## src/hdl/mult_pkg.sv

```systemverilog
package mult_pkg;

	// operand width, fixed here since the packets depend on it
	localparam int XLEN = 32;

	// M-extension multiply operations
	typedef enum logic [1:0] {
		MUL    = 2'b00,
		MULH   = 2'b01,
		MULHSU = 2'b10,
		MULHU  = 2'b11
	} mult_op_t;

	// packet presented by the issue stage
	typedef struct packed {
		logic             valid;
		mult_op_t         op;
		logic [XLEN-1:0]  r1_value;
		logic [XLEN-1:0]  r2_value;
		logic [5:0]       dest_pr;
		logic [4:0]       rob_entry;
		logic             halt;
	} issue_packet_t;

	// metadata carried alongside the multiplier stages
	typedef struct packed {
		mult_op_t         op;
		logic [5:0]       dest_pr;
		logic [4:0]       rob_entry;
		logic             halt;
	} tag_t;

	// packet handed to the writeback side
	typedef struct packed {
		logic             valid;
		logic [5:0]       dest_pr;
		logic [4:0]       rob_entry;
		logic [XLEN-1:0]  dest_value;
		logic             halt;
	} complete_packet_t;

endpackage

```

## src/hdl/complete_stage.sv

```systemverilog
`timescale 1ns/1ps

module complete_stage
	import mult_pkg::*;
(
	input  logic [2*XLEN-1:0]   product,
	input  logic                done,
	input  tag_t                tag,
	input  logic                complete_stall,
	output complete_packet_t    complete,
	output logic                want_to_complete,
	output logic                hold
);

	logic [XLEN-1:0] result;

	// MUL returns the low word, every MULH variant the high word
	always_comb begin
		if (tag.op == MUL) begin
			result = product[XLEN-1:0];
		end else begin
			result = product[2*XLEN-1:XLEN];
		end
	end

	always_comb begin
		complete            = '0;
		complete.valid      = done;
		complete.dest_pr    = tag.dest_pr;
		complete.rob_entry  = tag.rob_entry;
		complete.dest_value = result;
		complete.halt       = tag.halt;
	end

	assign want_to_complete = complete.valid;

	// a finished result that cannot leave freezes the whole unit
	assign hold = complete.valid & complete_stall;

endmodule

```

## src/hdl/fu_mult.sv

```systemverilog
`timescale 1ns/1ps

module fu_mult
	import mult_pkg::*;
#(
	parameter int NUM_STAGE = 4
) (
	input  logic                clock,
	input  logic                reset,
	input  issue_packet_t       issue,
	input  logic                complete_stall,
	output logic                fu_ready,
	output logic                want_to_complete,
	output complete_packet_t    complete
);

	logic              accept;
	logic              advance;
	logic              hold;
	logic [1:0]        sign;
	tag_t              issue_tag;
	tag_t              final_tag;
	logic [2*XLEN-1:0] product;
	logic              product_done;

	assign advance  = ~hold;
	assign fu_ready = advance;
	assign accept   = issue.valid & fu_ready;

	// sign[0] is rs1 (multiplicand), sign[1] is rs2 (multiplier)
	always_comb begin
		case (issue.op)
			MUL, MULH: sign = 2'b11;
			MULHSU:    sign = 2'b01;
			default:   sign = 2'b00;
		endcase
	end

	always_comb begin
		issue_tag.op        = issue.op;
		issue_tag.dest_pr   = issue.dest_pr;
		issue_tag.rob_entry = issue.rob_entry;
		issue_tag.halt      = issue.halt;
	end

	mult_array #(
		.NUM_STAGE (NUM_STAGE)
	) mult_array_i (
		.clock   (clock),
		.reset   (reset),
		.advance (advance),
		.start   (accept),
		.sign    (sign),
		.mcand   (issue.r1_value),
		.mplier  (issue.r2_value),
		.product (product),
		.done    (product_done)
	);

	tag_pipe #(
		.NUM_STAGE (NUM_STAGE)
	) tag_pipe_i (
		.clock   (clock),
		.reset   (reset),
		.advance (advance),
		.start   (accept),
		.tag_in  (issue_tag),
		.tag_out (final_tag)
	);

	complete_stage complete_stage_i (
		.product          (product),
		.done             (product_done),
		.tag              (final_tag),
		.complete_stall   (complete_stall),
		.complete         (complete),
		.want_to_complete (want_to_complete),
		.hold             (hold)
	);

endmodule

```

## src/hdl/mult_array.sv

```systemverilog
`timescale 1ns/1ps

module mult_array
	import mult_pkg::*;
#(
	parameter int NUM_STAGE = 4
) (
	input  logic                clock,
	input  logic                reset,
	input  logic                advance,
	input  logic                start,
	input  logic [1:0]          sign,
	input  logic [XLEN-1:0]     mcand,
	input  logic [XLEN-1:0]     mplier,
	output logic [2*XLEN-1:0]   product,
	output logic                done
);

	logic [2*XLEN-1:0] mcand_ext;
	logic [2*XLEN-1:0] mplier_ext;

	// index 0 is the chain input, index i+1 the output of stage i
	logic [NUM_STAGE:0][2*XLEN-1:0] stage_mcand;
	logic [NUM_STAGE:0][2*XLEN-1:0] stage_mplier;
	logic [NUM_STAGE:0][2*XLEN-1:0] stage_product;
	logic [NUM_STAGE:0]             stage_done;

	// sign[0] selects the multiplicand extension, sign[1] the multiplier
	assign mcand_ext  = sign[0] ? {{XLEN{mcand[XLEN-1]}}, mcand}
	                            : {{XLEN{1'b0}}, mcand};
	assign mplier_ext = sign[1] ? {{XLEN{mplier[XLEN-1]}}, mplier}
	                            : {{XLEN{1'b0}}, mplier};

	assign stage_mcand[0]   = mcand_ext;
	assign stage_mplier[0]  = mplier_ext;
	assign stage_product[0] = '0;
	assign stage_done[0]    = start;

	for (genvar i = 0; i < NUM_STAGE; i++) begin : g_stage
		mult_stage #(
			.NUM_STAGE (NUM_STAGE)
		) mult_stage_i (
			.clock       (clock),
			.reset       (reset),
			.advance     (advance),
			.start       (stage_done[i]),
			.product_in  (stage_product[i]),
			.mplier_in   (stage_mplier[i]),
			.mcand_in    (stage_mcand[i]),
			.done        (stage_done[i+1]),
			.product_out (stage_product[i+1]),
			.mplier_out  (stage_mplier[i+1]),
			.mcand_out   (stage_mcand[i+1])
		);
	end

	assign product = stage_product[NUM_STAGE];
	assign done    = stage_done[NUM_STAGE];

endmodule

```

## src/hdl/mult_stage.sv

```systemverilog
`timescale 1ns/1ps

module mult_stage
	import mult_pkg::*;
#(
	parameter int NUM_STAGE = 4
) (
	input  logic                clock,
	input  logic                reset,
	input  logic                advance,
	input  logic                start,
	input  logic [2*XLEN-1:0]   product_in,
	input  logic [2*XLEN-1:0]   mplier_in,
	input  logic [2*XLEN-1:0]   mcand_in,
	output logic                done,
	output logic [2*XLEN-1:0]   product_out,
	output logic [2*XLEN-1:0]   mplier_out,
	output logic [2*XLEN-1:0]   mcand_out
);

	// multiplier bits consumed per stage
	localparam int NUM_BITS = (2 * XLEN) / NUM_STAGE;

	logic [2*XLEN-1:0] prod_in_reg;
	logic [2*XLEN-1:0] partial_prod;
	logic [2*XLEN-1:0] next_partial_prod;
	logic [2*XLEN-1:0] next_mplier;
	logic [2*XLEN-1:0] next_mcand;

	// low slice of the multiplier times the full multiplicand
	assign next_partial_prod = mplier_in[NUM_BITS-1:0] * mcand_in;

	assign next_mplier = mplier_in >> NUM_BITS;
	assign next_mcand  = mcand_in << NUM_BITS;

	// accumulate after the register to keep the adder off the input path
	assign product_out = prod_in_reg + partial_prod;

	always_ff @(posedge clock) begin
		if (advance) begin
			prod_in_reg  <= product_in;
			partial_prod <= next_partial_prod;
			mplier_out   <= next_mplier;
			mcand_out    <= next_mcand;
		end
	end

	always_ff @(posedge clock) begin
		if (reset) begin
			done <= 1'b0;
		end else if (advance) begin
			done <= start;
		end
	end

endmodule

```

## src/hdl/tag_pipe.sv

```systemverilog
`timescale 1ns/1ps

module tag_pipe
	import mult_pkg::*;
#(
	parameter int NUM_STAGE = 4
) (
	input  logic    clock,
	input  logic    reset,
	input  logic    advance,
	input  logic    start,
	input  tag_t    tag_in,
	output tag_t    tag_out
);

	// one slot per multiplier stage
	tag_t tag_q [NUM_STAGE];

	// first slot only picks up a tag when an operation enters
	always_ff @(posedge clock) begin
		if (reset) begin
			tag_q[0] <= '0;
		end else if (advance && start) begin
			tag_q[0] <= tag_in;
		end
	end

	// remaining slots shift with the multiplier
	for (genvar i = 1; i < NUM_STAGE; i++) begin : g_slot
		always_ff @(posedge clock) begin
			if (reset) begin
				tag_q[i] <= '0;
			end else if (advance) begin
				tag_q[i] <= tag_q[i-1];
			end
		end
	end

	// qualified downstream by the multiplier's done
	assign tag_out = tag_q[NUM_STAGE-1];

endmodule

```

## config.mk

```make
export PLATFORM = sky130hd
export DESIGN_NAME = fu_mult
export DESIGN_NICKNAME = d
export VERILOG_FILES = /design/src/hdl/mult_pkg.sv /design/src/hdl/complete_stage.sv /design/src/hdl/fu_mult.sv /design/src/hdl/mult_array.sv /design/src/hdl/mult_stage.sv /design/src/hdl/tag_pipe.sv
export SDC_FILE = /design/constraint.sdc
export NUM_CORES = 2
export LEC_CHECK = 0
export BUFFER_PORTS_ARGS = -buffer_cell sky130_fd_sc_hd__buf_2
export CAP_MARGIN = 10
export CORE_MARGIN = 4
export CORE_UTILIZATION = 40
export DETAILED_ROUTE_END_ITERATION = 10
export PLACE_DENSITY = 0.53
export RECOVER_POWER = 100
export SETUP_SLACK_MARGIN = 0.4
export SLEW_MARGIN = 5
export SYNTH_ARGS = -nofsm -noshare
export SYNTH_HDL_FRONTEND = slang
export SYNTH_SLANG_ARGS = --single-unit
export TNS_END_PERCENT = 50
```

## constraint.sdc

```tcl
create_clock -name clock -period 13 [get_ports clock]
set_clock_uncertainty 0.1 [all_clocks]
set_input_delay 1.3 -clock clock [delete_from_list [all_inputs] [get_ports clock]]
set_output_delay 1.3 -clock clock [all_outputs]
set_load 0.02 [all_outputs]
```

==> impl_metrics.json <==
{
  "status": "finished with violations",
  "violations": "capacitance limit, slew limit",
  "drive_gt1_share_pct": 3.10,
  "postSynthAreaPerCell_um2": 10.5,
  "worstSetupStartpointType": "input pin",
  "postRouteAntennaNets": 0,
  "synth_area_leader_cell": "fa_1",
  "cts_buffers": 59,
  "die_area_mm2": 0.166,
  "min_period_ns": 9.80,
  "grt_pass1_vias": 44800,
  "synth_seq_cells": 512,
  "slowest_stage": "nand2_1",
  "clkTransAtPathRegs_ns": 0.06,
  "vias": 41800,
  "antenna_found_initial": 16,
  "cts_htree_levels": 2,
  "rsz0062_at_grt": "false",
  "viasPerCell": 5.07,
  "pin_count": 129,
  "crit_chain": "clkbuf_1 > nand2_1 > clkbuf_1 > clkbuf_1 > clkbuf_2",
  "synth_edf_count": 508,
  "cts_setup_buffers": 0,
  "dp_hpwl_um": 130000,
  "worst_path_most_repeated_cell": "clkbuf_1",
  "fmax_ghz": 0.102,
  "clock_path_buffers": 3,
  "drv_slew": 958,
  "clkLatencyLatePin_ns": 0.68,
  "netlist_area_mm2": 0.0637,
  "core.rowCount": 146,
  "crit_fanout": 76,
  "clockRootBuffer": "clkbuf_16",
  "layout.nets": 7740,
  "min_period_over_period_pct": 75.4,
  "yosysUniqueCellTypes": 78,
  "final-hold-violation-count": 0,
  "use_met2_pct": 33.7,
  "die_h_um": 407,
  "top_usage_layer": "met2",
  "cts_sinks": 512,
  "core_mm2": 0.158,
  "hold_path.class": "register to register",
  "wl_um": 169000,
  "synthArstFlopShare_pct": 0,
  "drv_cap": 27,
  "relSlewSlack_pct": -417,
  "synthTopCellsByArea": "fa_1, edfxtp_1, inv_1",
  "path_delay_family": "buffers and inverters",
  "first_pass_iters": 5,
  "worst-path-buf-inv": 4,
  "path_class": "input pin to register",
  "cts_tree": "done",
  "syn-num-nets": 7715,
  "cts_hold_buf": 0,
  "die_x_um": 407,
  "largest_reg_flops": 192,
  "worstPathArrival_ns": 9.96,
  "setup_tns_ns": 0,
  "synth_cells": 6094,
  "gp_congestion": 0.889,
  "grt_start_max_net_pins": 146,
  "end_kind": "register",
  "area_delta_synth_final_pct": 7.07,
  "drtIter0Drc": 2759,
  "use_met1_pct": 30.3,
  "synthFlopType": "edfxtp_1",
  "yosys_warnings": 0,
  "numPortBuffers": 128,
  "drc": 0,
  "slowest_delay_ns": 2.24,
  "ctsResizeCount": 0,
  "synth_seq_area_share_pct": 24.1,
  "setup-violations-final": 0,
  "start_util_pct": 40.2,
  "grt_first_pass_wirelength_um": 267000,
  "final.fill_count": 15300,
  "overflow": 0,
  "synth_top_area_share_pct": 38.2,
  "required_ns": 13.16,
  "wire_per_inst_um": 20.5,
  "tightest_slew_ns": 7.75,
  "grt.total_usage_pct": 20.8,
  "met3_usage_pct": 2.55
}
-- worst reg2reg max path: cells and delay by family (launching register included) --
| family | cells | cell delay, ns |
|---|---|---|
| compound gates | 7 | 3.07 |
| xor+xnor | 1 | 0.14 |
| fa+ha+maj | 7 | 3.56 |
| buf+inv | 6 | 1.50 |
| flops | 1 | 0.33 |
| simple gates | 3 | 0.62 |
-- cell families after synthesis --
group | share of synthesized area, %
AND/OR/NAND/NOR | 12.3
adder cells (fa/ha/maj) | 44.5
buffers and inverters | 9.04
AO/OA/AOI/OAI | 6.65
flip-flops | 24.1
XOR/XNOR | 3.04
multiplexers | 0.347
-- synthesized netlist by cell type, types with 31 or more instances --
| master | instances |
|---|---|
| nand2b_1 | 37 |
| ha_1 | 322 |
| a21o_1 | 101 |
| o21ai_0 | 127 |
| and2_1 | 460 |
| and3_1 | 40 |
| clkbuf_1 | 206 |
| xor2_1 | 58 |
| nor3_1 | 33 |
| fa_1 | 1217 |
| a21oi_1 | 178 |
| o21a_1 | 41 |
| edfxtp_1 | 508 |
| a31oi_1 | 31 |
| nor2_1 | 149 |
| inv_1 | 1299 |
| nand2_1 | 785 |
| xnor2_1 | 163 |
-- area by class of cell --
type                    count  area [um2]  area share [%]
diodes                      3        7.51          0.0110
clock buffers              65        1500            2.20
clock inverters            45         523           0.766
inverters                1300        4880            7.15
multi-input cells        4060       42600            62.4
flip-flops and latches    512       15300            22.5
well taps                2072        2590            3.80
repair buffers            186         823            1.21
-- through the flow --
step	instance area (um2)	instances	hold slack (ns)	util [%]	setup WS [ns]
floorplan	63700	6094	0.300	-	4.56
global placement	66600	8130	0.301	42.0	4.35
detailed placement	66600	8130	0.305	42.0	4.27
CTS	68600	8240	0.310	43.3	4.77
global route	68200	8240	0.319	43.1	2.33
finish	68200	8243	0.305	43.1	3.20
-- cell usage in the layout (no fill, tap or decap), types with 10 or more instances in the layout --
cell       Yosys  routed
a31oi_1       31      31
clkbuf_16      0      59
and2_0         0      52
buf_4         13      18
a21oi_1      178     178
mux2_2        17      15
xnor2_1      163     163
a21o_1       101     101
nand3_1       26      26
nor4_1        12      13
o211ai_1      10      10
ha_1         322     322
o31ai_1       15      15
clkinv_1       1      11
buf_2          0      45
nor2b_1       25      25
nor3_1        33      34
and3_1        40      40
inv_1       1299    1299
o21bai_1      25      25
nand4_1       24      24
edfxtp_1     508     508
and2_1       460     408
nor2_1       149     148
nand2b_1      37      37
o21ai_0      127     129
nand2_1      785     785
o21a_1        41      41
xor2_1        58      58
a211oi_1      26      27
fa_1        1217    1217
clkbuf_1     206     128
-- metal layers --
layer  wire length, um  vias to the layer above
met3              8940                      202
met5                23                        -
li1                  -                    18900
met4              3110                        4
met2             78800                     1060
met1             78500                    21600
-- final timing paths --
check / from / depth (start not counted) / to / slack [ns]
min: register / 0 / register / 0.30
min reg2reg: register / 0 / register / 0.30
max: complete_stall / 5 / register / 3.20
max reg2reg: mult_array_i.g_stage[0].mult_stage_i.mcand_out[31] / 24 / register / 3.39
Power is left out: the tool's default activity adds up to more than one toggle a clock period on the data nets, which glitch-free logic cannot reach.
